## config.mk

```make
export PLATFORM = sky130hd
export DESIGN_NAME = memory_accessors
export DESIGN_NICKNAME = d
export VERILOG_FILES = /design/src/verilog/pkg_cpu_types.sv /design/src/verilog/pkg_mem_bus.sv /design/src/verilog/instr_cache.sv /design/src/verilog/lar_file.sv /design/src/verilog/mem_bus_guard.sv /design/src/verilog/memory_accessors.sv
export VERILOG_INCLUDE_DIRS = /design/src /design/src/include
export SDC_FILE = /design/constraint.sdc
export NUM_CORES = 2
export LEC_CHECK = 0
export BUFFER_PORTS_ARGS = -buffer_cell sky130_fd_sc_hd__buf_2
export CAP_MARGIN = 40
export CELL_PAD_IN_SITES_DETAIL_PLACEMENT = 1
export CELL_PAD_IN_SITES_GLOBAL_PLACEMENT = 1
export CORE_MARGIN = 2
export CORE_UTILIZATION = 30
export DETAILED_ROUTE_END_ITERATION = 6
export PLACE_DENSITY = 0.63
export REMOVE_ABC_BUFFERS = 1
export SLEW_MARGIN = 25
export SYNTH_ARGS = -nofsm -noshare
export SYNTH_HDL_FRONTEND = slang
export SYNTH_SLANG_ARGS = --single-unit
```

## constraint.sdc

```tcl
create_clock -name clk -period 10.5 [get_ports clk]
set_input_delay 2.1 -clock clk [delete_from_list [all_inputs] [get_ports clk]]
set_output_delay 2.1 -clock clk [all_outputs]
set_load 0.05 [all_outputs]
```

## src/include/memory_accessors_settings.svh

```systemverilog
`ifndef MEMORY_ACCESSORS_SETTINGS_SVH
`define MEMORY_ACCESSORS_SETTINGS_SVH

// Byte address width
`define MA_ADDR_WIDTH 32

// One memory line, also one LAR's data
`define MA_LINE_WIDTH 64

// Low address bits inside a line
`define MA_LINE_OFFSET_WIDTH 3

// Two instructions per line
`define MA_INSTR_WIDTH 32

// Direct-mapped instruction cache size in lines
`define MA_ICACHE_LINES 4

`define MA_NUM_LARS 8

`endif

```

## src/verilog/pkg_cpu_types.sv

```systemverilog
`include "memory_accessors_settings.svh"

package pkg_cpu_types;

	// Byte address
	typedef logic [`MA_ADDR_WIDTH-1:0] cpu_addr;

	// One line, as seen by memory and by a LAR
	typedef logic [`MA_LINE_WIDTH-1:0] line_data;

	typedef logic [`MA_INSTR_WIDTH-1:0] instr_word;

	// Selects one of the LARs
	typedef logic [$clog2(`MA_NUM_LARS)-1:0] lar_index;

	// LAR write port operation
	// Load pulls a new line from memory, store only touches data
	typedef enum logic {
		lar_op_load,
		lar_op_store
	} lar_op;

endpackage

```

## src/verilog/pkg_mem_bus.sv

```systemverilog
package pkg_mem_bus;

	// Current bus owner
	// Declaration order follows the guard's priority
	typedef enum logic [1:0] {
		req_none,
		req_data_write,
		req_data_read,
		req_instr
	} mem_requester;

	// Operation carried with mem_req
	typedef enum logic {
		bus_op_read,
		bus_op_write
	} mem_bus_op;

	// Guard FSM
	typedef enum logic {
		guard_idle,
		guard_wait_ack
	} guard_state;

endpackage

```

## src/verilog/instr_cache.sv

```systemverilog
`timescale 1ns/1ps
`include "memory_accessors_settings.svh"

module instr_cache (
	input logic clk,
	input logic reset,
	input logic fetch_req,
	input pkg_cpu_types::cpu_addr fetch_addr,
	output logic fetch_valid,
	output pkg_cpu_types::instr_word fetch_instr,
	output logic fetch_busy,
	output logic fill_req,
	output pkg_cpu_types::cpu_addr fill_addr,
	input logic fill_done,
	input pkg_cpu_types::line_data fill_data
);
	import pkg_cpu_types::*;

	localparam int index_width = $clog2(`MA_ICACHE_LINES);
	localparam int tag_lsb = `MA_LINE_OFFSET_WIDTH + index_width;
	localparam int tag_width = `MA_ADDR_WIDTH - tag_lsb;
	// Address bit 2 picks the upper instruction
	localparam int half_bit = `MA_LINE_OFFSET_WIDTH - 1;

	typedef enum logic {
		cache_ready,
		cache_fill
	} cache_state;

	cache_state state;
	line_data lines [`MA_ICACHE_LINES];
	logic [tag_width-1:0] tags [`MA_ICACHE_LINES];
	logic [`MA_ICACHE_LINES-1:0] valid;
	cpu_addr miss_addr;

	logic [index_width-1:0] fetch_index;
	logic [index_width-1:0] miss_index;
	logic [tag_width-1:0] fetch_tag;
	logic hit;

	// Upper or lower half of a line
	function automatic instr_word pick_instr(input line_data line, input logic upper);
		return upper ? line[2*`MA_INSTR_WIDTH-1:`MA_INSTR_WIDTH] : line[`MA_INSTR_WIDTH-1:0];
	endfunction

	assign fetch_index = fetch_addr[tag_lsb-1:`MA_LINE_OFFSET_WIDTH];
	assign fetch_tag = fetch_addr[`MA_ADDR_WIDTH-1:tag_lsb];
	assign miss_index = miss_addr[tag_lsb-1:`MA_LINE_OFFSET_WIDTH];
	assign hit = valid[fetch_index] && (tags[fetch_index] == fetch_tag);

	// Busy and fill request are the same level, held until fill_done
	assign fetch_busy = (state == cache_fill);
	assign fill_req = (state == cache_fill);
	// Line aligned
	assign fill_addr = {miss_addr[`MA_ADDR_WIDTH-1:`MA_LINE_OFFSET_WIDTH],
		{`MA_LINE_OFFSET_WIDTH{1'b0}}};

	always_ff @(posedge clk) begin
		if (reset) begin
			state <= cache_ready;
			valid <= '0;
			fetch_valid <= 1'b0;
		end else begin
			fetch_valid <= 1'b0;
			case (state)
			cache_ready: begin
				// Hit answers next cycle, miss starts a fill
				if (fetch_req && hit) begin
					fetch_valid <= 1'b1;
				end else if (fetch_req) begin
					state <= cache_fill;
				end
			end
			cache_fill: begin
				if (fill_done) begin
					valid[miss_index] <= 1'b1;
					fetch_valid <= 1'b1;
					state <= cache_ready;
				end
			end
			default: state <= cache_ready;
			endcase
		end
	end

	// Line storage and answer data
	always_ff @(posedge clk) begin
		if (state == cache_ready && fetch_req) begin
			miss_addr <= fetch_addr;
			fetch_instr <= pick_instr(lines[fetch_index], fetch_addr[half_bit]);
		end
		if (state == cache_fill && fill_done) begin
			lines[miss_index] <= fill_data;
			tags[miss_index] <= miss_addr[`MA_ADDR_WIDTH-1:tag_lsb];
			// Answer straight from the incoming line
			fetch_instr <= pick_instr(fill_data, miss_addr[half_bit]);
		end
	end

endmodule

```

## src/verilog/lar_file.sv

```systemverilog
`timescale 1ns/1ps
`include "memory_accessors_settings.svh"

module lar_file (
	input logic clk,
	input logic reset,
	input logic lar_wr,
	input pkg_cpu_types::lar_op lar_wr_op,
	input pkg_cpu_types::lar_index lar_wr_index,
	input pkg_cpu_types::cpu_addr lar_wr_addr,
	input pkg_cpu_types::line_data lar_wr_data,
	output logic lar_wr_done,
	output logic lar_busy,
	input pkg_cpu_types::lar_index rd_index_a,
	input pkg_cpu_types::lar_index rd_index_b,
	input pkg_cpu_types::lar_index rd_index_c,
	output pkg_cpu_types::cpu_addr rd_base_a,
	output pkg_cpu_types::cpu_addr rd_base_b,
	output pkg_cpu_types::cpu_addr rd_base_c,
	output pkg_cpu_types::line_data rd_data_a,
	output pkg_cpu_types::line_data rd_data_b,
	output pkg_cpu_types::line_data rd_data_c,
	output logic rd_dirty_a,
	output logic rd_dirty_b,
	output logic rd_dirty_c,
	output logic rd_req,
	output pkg_cpu_types::cpu_addr rd_addr,
	output logic wb_req,
	output pkg_cpu_types::cpu_addr wb_addr,
	output pkg_cpu_types::line_data wb_data,
	input logic rd_done,
	input pkg_cpu_types::line_data rd_data,
	input logic wb_done
);
	import pkg_cpu_types::*;

	// Load sequencer
	typedef enum logic [1:0] {
		seq_idle,
		seq_write_back,
		seq_read
	} seq_state;

	seq_state state;
	cpu_addr lar_base [`MA_NUM_LARS];
	line_data lar_data [`MA_NUM_LARS];
	logic [`MA_NUM_LARS-1:0] lar_dirty;

	// Pending load
	lar_index load_index;
	cpu_addr load_addr;
	cpu_addr aligned_addr;

	assign aligned_addr = {lar_wr_addr[`MA_ADDR_WIDTH-1:`MA_LINE_OFFSET_WIDTH],
		{`MA_LINE_OFFSET_WIDTH{1'b0}}};

	assign lar_busy = (state != seq_idle);

	// Entry stays untouched during the load, so the old line is read in place
	assign wb_req = (state == seq_write_back);
	assign wb_addr = lar_base[load_index];
	assign wb_data = lar_data[load_index];
	assign rd_req = (state == seq_read);
	assign rd_addr = load_addr;

	// Combinational read ports
	assign rd_base_a = lar_base[rd_index_a];
	assign rd_base_b = lar_base[rd_index_b];
	assign rd_base_c = lar_base[rd_index_c];
	assign rd_data_a = lar_data[rd_index_a];
	assign rd_data_b = lar_data[rd_index_b];
	assign rd_data_c = lar_data[rd_index_c];
	assign rd_dirty_a = lar_dirty[rd_index_a];
	assign rd_dirty_b = lar_dirty[rd_index_b];
	assign rd_dirty_c = lar_dirty[rd_index_c];

	always_ff @(posedge clk) begin
		if (reset) begin
			state <= seq_idle;
			lar_wr_done <= 1'b0;
			lar_dirty <= '0;
			// All entries clean and zero
			for (int i = 0; i < `MA_NUM_LARS; i++) begin
				lar_base[i] <= '0;
				lar_data[i] <= '0;
			end
		end else begin
			lar_wr_done <= 1'b0;
			case (state)
			seq_idle: begin
				if (lar_wr) begin
					case (lar_wr_op)
					lar_op_store: begin
						// Single cycle, base unchanged
						lar_data[lar_wr_index] <= lar_wr_data;
						lar_dirty[lar_wr_index] <= 1'b1;
						lar_wr_done <= 1'b1;
					end
					lar_op_load: begin
						// Dirty line goes out first
						if (lar_dirty[lar_wr_index]) begin
							state <= seq_write_back;
						end else begin
							state <= seq_read;
						end
					end
					default: state <= seq_idle;
					endcase
				end
			end
			seq_write_back: begin
				if (wb_done) begin
					lar_dirty[load_index] <= 1'b0;
					state <= seq_read;
				end
			end
			seq_read: begin
				if (rd_done) begin
					lar_base[load_index] <= load_addr;
					lar_data[load_index] <= rd_data;
					lar_dirty[load_index] <= 1'b0;
					lar_wr_done <= 1'b1;
					state <= seq_idle;
				end
			end
			default: state <= seq_idle;
			endcase
		end
	end

	// Capture target of an accepted write
	always_ff @(posedge clk) begin
		if (state == seq_idle && lar_wr) begin
			load_index <= lar_wr_index;
			load_addr <= aligned_addr;
		end
	end

endmodule

```

## src/verilog/mem_bus_guard.sv

```systemverilog
`timescale 1ns/1ps

module mem_bus_guard (
	input logic clk,
	input logic reset,
	input logic fill_req,
	input pkg_cpu_types::cpu_addr fill_addr,
	input logic rd_req,
	input pkg_cpu_types::cpu_addr rd_addr,
	input logic wb_req,
	input pkg_cpu_types::cpu_addr wb_addr,
	input pkg_cpu_types::line_data wb_data,
	output logic fill_done,
	output pkg_cpu_types::line_data fill_data,
	output logic rd_done,
	output pkg_cpu_types::line_data rd_data,
	output logic wb_done,
	output logic mem_req,
	output pkg_mem_bus::mem_bus_op mem_op,
	output pkg_cpu_types::cpu_addr mem_addr,
	output pkg_cpu_types::line_data mem_wdata,
	input logic mem_ack,
	input pkg_cpu_types::line_data mem_rdata
);
	import pkg_mem_bus::*;

	guard_state state;
	mem_requester owner;
	mem_requester winner;
	logic ack_seen;

	// Fixed priority of write-back over line read over fill
	always_comb begin
		winner = req_none;
		if (wb_req) begin
			winner = req_data_write;
		end else if (rd_req) begin
			winner = req_data_read;
		end else if (fill_req) begin
			winner = req_instr;
		end
	end

	assign ack_seen = mem_ack && (state == guard_wait_ack);

	// Done pulses line up with mem_ack
	assign wb_done = ack_seen && (owner == req_data_write);
	assign rd_done = ack_seen && (owner == req_data_read);
	assign fill_done = ack_seen && (owner == req_instr);
	// Read data passes through, only the matching done matters
	assign rd_data = mem_rdata;
	assign fill_data = mem_rdata;

	always_ff @(posedge clk) begin
		if (reset) begin
			state <= guard_idle;
			owner <= req_none;
			mem_req <= 1'b0;
		end else begin
			// mem_req is a one cycle pulse
			mem_req <= 1'b0;
			case (state)
			guard_idle: begin
				if (winner != req_none) begin
					owner <= winner;
					mem_req <= 1'b1;
					state <= guard_wait_ack;
				end
			end
			guard_wait_ack: begin
				// Requester drops its level next cycle
				if (mem_ack) begin
					owner <= req_none;
					state <= guard_idle;
				end
			end
			default: state <= guard_idle;
			endcase
		end
	end

	// Bus payload latched with the accept
	always_ff @(posedge clk) begin
		if (state == guard_idle) begin
			case (winner)
			req_data_write: begin
				mem_op <= bus_op_write;
				mem_addr <= wb_addr;
				mem_wdata <= wb_data;
			end
			req_data_read: begin
				mem_op <= bus_op_read;
				mem_addr <= rd_addr;
			end
			default: begin
				mem_op <= bus_op_read;
				mem_addr <= fill_addr;
			end
			endcase
		end
	end

endmodule

```

## src/verilog/memory_accessors.sv

```systemverilog
`timescale 1ns/1ps

module memory_accessors (
	input logic clk,
	input logic reset,
	input logic fetch_req,
	input pkg_cpu_types::cpu_addr fetch_addr,
	output logic fetch_valid,
	output pkg_cpu_types::instr_word fetch_instr,
	output logic fetch_busy,
	input logic lar_wr,
	input pkg_cpu_types::lar_op lar_wr_op,
	input pkg_cpu_types::lar_index lar_wr_index,
	input pkg_cpu_types::cpu_addr lar_wr_addr,
	input pkg_cpu_types::line_data lar_wr_data,
	output logic lar_wr_done,
	output logic lar_busy,
	input pkg_cpu_types::lar_index rd_index_a,
	input pkg_cpu_types::lar_index rd_index_b,
	input pkg_cpu_types::lar_index rd_index_c,
	output pkg_cpu_types::cpu_addr rd_base_a,
	output pkg_cpu_types::cpu_addr rd_base_b,
	output pkg_cpu_types::cpu_addr rd_base_c,
	output pkg_cpu_types::line_data rd_data_a,
	output pkg_cpu_types::line_data rd_data_b,
	output pkg_cpu_types::line_data rd_data_c,
	output logic rd_dirty_a,
	output logic rd_dirty_b,
	output logic rd_dirty_c,
	output logic mem_req,
	output pkg_mem_bus::mem_bus_op mem_op,
	output pkg_cpu_types::cpu_addr mem_addr,
	output pkg_cpu_types::line_data mem_wdata,
	input logic mem_ack,
	input pkg_cpu_types::line_data mem_rdata
);
	import pkg_cpu_types::*;

	// Cache fill path
	logic fill_req;
	cpu_addr fill_addr;
	logic fill_done;
	line_data fill_data;

	// LAR line read and write-back paths
	logic rd_req;
	cpu_addr rd_addr;
	logic rd_done;
	line_data rd_data;
	logic wb_req;
	cpu_addr wb_addr;
	line_data wb_data;
	logic wb_done;

	// Port names match the nets above
	instr_cache instr_cache_inst (.*);

	lar_file lar_file_inst (.*);

	// Single owner of the external bus
	mem_bus_guard mem_bus_guard_inst (.*);

endmodule

```

==> results.cfg <==
[run_status]
status = completed

[clock_network]
cts-root-buf = clkbuf_16
cts.htree.levels = 4
clkTransAtPathRegs_ns = 0.06
cts_buffer_depth = 3
ctsHoldBuffers = 0
cts_sinks = 1320
numCtsBuffers = 157
worstSkewPairLatency_ns = 0.83
post_cts_buffers = 0
cts_tree = yes
cts_resized = 0

[logic_synthesis]
synthCells = 4350
yosysTopAreaCellShare = 0.557
yosysWarnings = 0
synth.area.top_cells = edfxtp_1 (56%), mux4_2 (23%), mux2_2 (4.6%)
syn_area_mm2 = 0.0699
ys_types = 50
synth_edf_count = 1296
syn_avg_cell_area_um2 = 16.1
yosysTopAreaCell = edfxtp_1
ys_async_sr_fraction = 0
ys_ff_latch = 1320
synth_flop_cell = edfxtp_1
yosysSeqAreaShare = 0.564

[sta]
finalSetupViolCount = 0
finalWorstSetupSlack_ns = 3.64
finClkSkew_ns = 0.0494
tightest_slew_ns = 1.10
fmax_mhz = 146
finalMaxSlewViolations = 0
rsz0062_at_grt = no
slew_headroom = 0.269
timing.final.crit_period_ns = 6.86
hold_violations = 0
period_share = 0.653

[routing]
drt_first_pass_iters = 6
route.detailed.drc = 0
ant_nets = 0
first_iter_violations = 5718
vias = 48000
wl_per_cell_um = 36.1
wirelength_mm = 291
vias_per_cell = 5.96

[critical_path]
critical_path_class = in -> out
cp_max_fo = 73
max_stage_delay_ns = 0.62
r2r-end = lar_file_inst.lar_data[5][6]
critPathRequiredTime_ns = 8.40
reg2reg_from = mem_bus_guard_inst.state
crit_chain = buf_8 > buf_12 > mux4_2 > mux2_2 > buf_2
crit_path_end_kind = output port
critPathSlowestCell = mux4_2
critPathLaunchType = input pin
rr_worst_depth = 9
r2r_slack_ns = 6.09
cp.arrival_ns = 4.76

[die]
core_mm2 = 0.232
std_cell_rows = 177
die_h_um = 487
num_io_pins = 635
dieWidth_um = 487
start_util = 0.301
dieArea_mm2 = 0.237

[placement]
place_inst = 7732
place.port_buffers = 617
pre_cts_ws_ns = 3.63
place_hpwl_mm = 178
gp_congestion = 0.823

[hold_path]
holdPathStages = 2
hold_class = reg -> reg
hp-start = instr_cache_inst.valid[0]
min_to = instr_cache_inst.valid[0]

[global_routing]
antenna_found_initial = 57
grt.total_usage = 0.240
grt_pass1_vias = 49700
grt_overflow_total = 0
grt_max_degree = 106
grt_pass1_wl_mm = 400

[pwr]
clock_power_share = 0.390
irDropWorstVdd_uv = 124
p_sw_mw = 4.30
swShare = 0.300
cellPowerDensity_mw_per_mm2 = 174
pwr-share-comb = 0.176
p_leak_nw = 29.7
pwr-share-seq = 0.434
power.internal_mw = 10.0

[final_layout]
fin_nets = 5074
layout_common_cells = edfxtp_1 (1296), mux4_2 (706), buf_2 (605)
syn2layout_area_growth_pct = 18.0
layout_commonest_cell = edfxtp_1
drive_above_1_share = 0.407
layout.cells.non_filler = 8058

[flow_run]
maxCapViolations = 0
==> layout make-up <==
cell class                      count  area, um^2
Antenna cell                       23        57.6
Clock buffer                      191        4070
Clock inverter                    100        1120
Fill cell                       23800      150000
Inverter                           17        63.8
Multi-Input combinational cell   2603       29000
Sequential cell                  1320       39400
Tap cell                         3043        3810
Timing Repair Buffer              761        4850
==> cell usage after synthesis (9+ instances only) <==
cell type / number
inv_1: 17
mux4_2: 706
nor2_1: 537
and3_1: 237
a21oi_1: 79
buf_2: 74
nand2_1: 41
o21ai_0: 12
buf_4: 13
a211oi_1: 64
mux2i_1: 148
nor2b_1: 68
edfxtp_1: 1296
clkbuf_1: 254
nand4_1: 68
buf_1: 78
a22oi_1: 259
dfxtp_1: 24
mux2_2: 287
xnor2_1: 17
nand3_1: 9
==> power by group through the flow <==
stage                     Clock (mW)  Sequential (mW)  Combinational [mW]
final                           5.59             6.22                2.53
after global routing            5.85             6.24                2.61
after CTS                       5.66             6.21                2.52
after detailed placement           0             6.32                2.51
after global placement             0             6.31                2.48
after floorplan                    0             6.40                1.33
==> worst max path at each step <==
stage                       start                      endpoint  cells past startpoint
floorplan                 mem_ack  instr_cache_inst.lines[1][0]                      3
global placement    rd_index_b[0]                 rd_data_b[20]                      5
detailed placement  rd_index_b[0]                 rd_data_b[24]                      5
CTS                 rd_index_b[0]                 rd_data_b[24]                      5
global route        rd_index_b[0]                 rd_data_b[44]                      5
finish              rd_index_c[0]                  rd_data_c[0]                      5
==> critical path, delay by kind of cell <==
| family | cells | cell delay [ns] |
|---|---|---|
| muxes | 2 | 0.93 |
| buffers and inverters | 3 | 1.17 |
==> stage by stage <==
stage	hold WS (ns)	setup TNS (ns)	instance area, um^2	util	total power [mW]
detailed placement	0.465	0	77000	0.332	8.83
global placement	0.448	0	76400	0.329	8.78
floorplan	0.435	-99.26	68200	-	7.73
global route	0.505	0	82400	0.355	14.7
finish	0.479	0	82400	0.355	14.3
CTS	0.486	0	82200	0.354	14.4
==> cells by family (layout without fill, tap and decap cells) <==
kind of cell,after synthesis,in the layout,share of synthesized area
flops,1320,1320,0.564
mux,1142,1142,0.295
simple gates,980,980,0.0670
compound gates,444,444,0.0446
buf+inv,438,1069,0.0258
xor+xnor,21,21,0.00263
fa+ha+maj,4,4,0.000717
other cells,1,35,0.0000537
==> flip-flops by register name, summed over array words and instances, names as in the netlist, named ones only <==
name and cells:
instr_cache_inst.valid 4, instr_cache_inst.tags 108, lar_file_inst.rd_addr 29, mem_bus_guard_inst.state 1
mem_bus_guard_inst.mem_req 1, lar_file_inst.lar_base 232, instr_cache_inst.lines 256, mem_bus_guard_inst.mem_wdata 64
instr_cache_inst.miss_addr 30, lar_file_inst.state 2, instr_cache_inst.fetch_busy 1, instr_cache_inst.fetch_valid 1
mem_bus_guard_inst.owner 2, lar_file_inst.load_index 3, lar_file_inst.lar_dirty 8, mem_bus_guard_inst.mem_addr 29
lar_file_inst.lar_data 512, instr_cache_inst.fetch_instr 32, mem_bus_guard_inst.mem_op 1, lar_file_inst.lar_wr_done 1
==> per-layer routing <==
metal	vias up	track usage	wire, um
met5	-	0	256
met4	42	0.103	12800
met3	594	0.0744	34300
met2	2971	0.381	135000
met1	25500	0.303	108000
li1	18900	-	-
(Power assumes the default switching activity.)
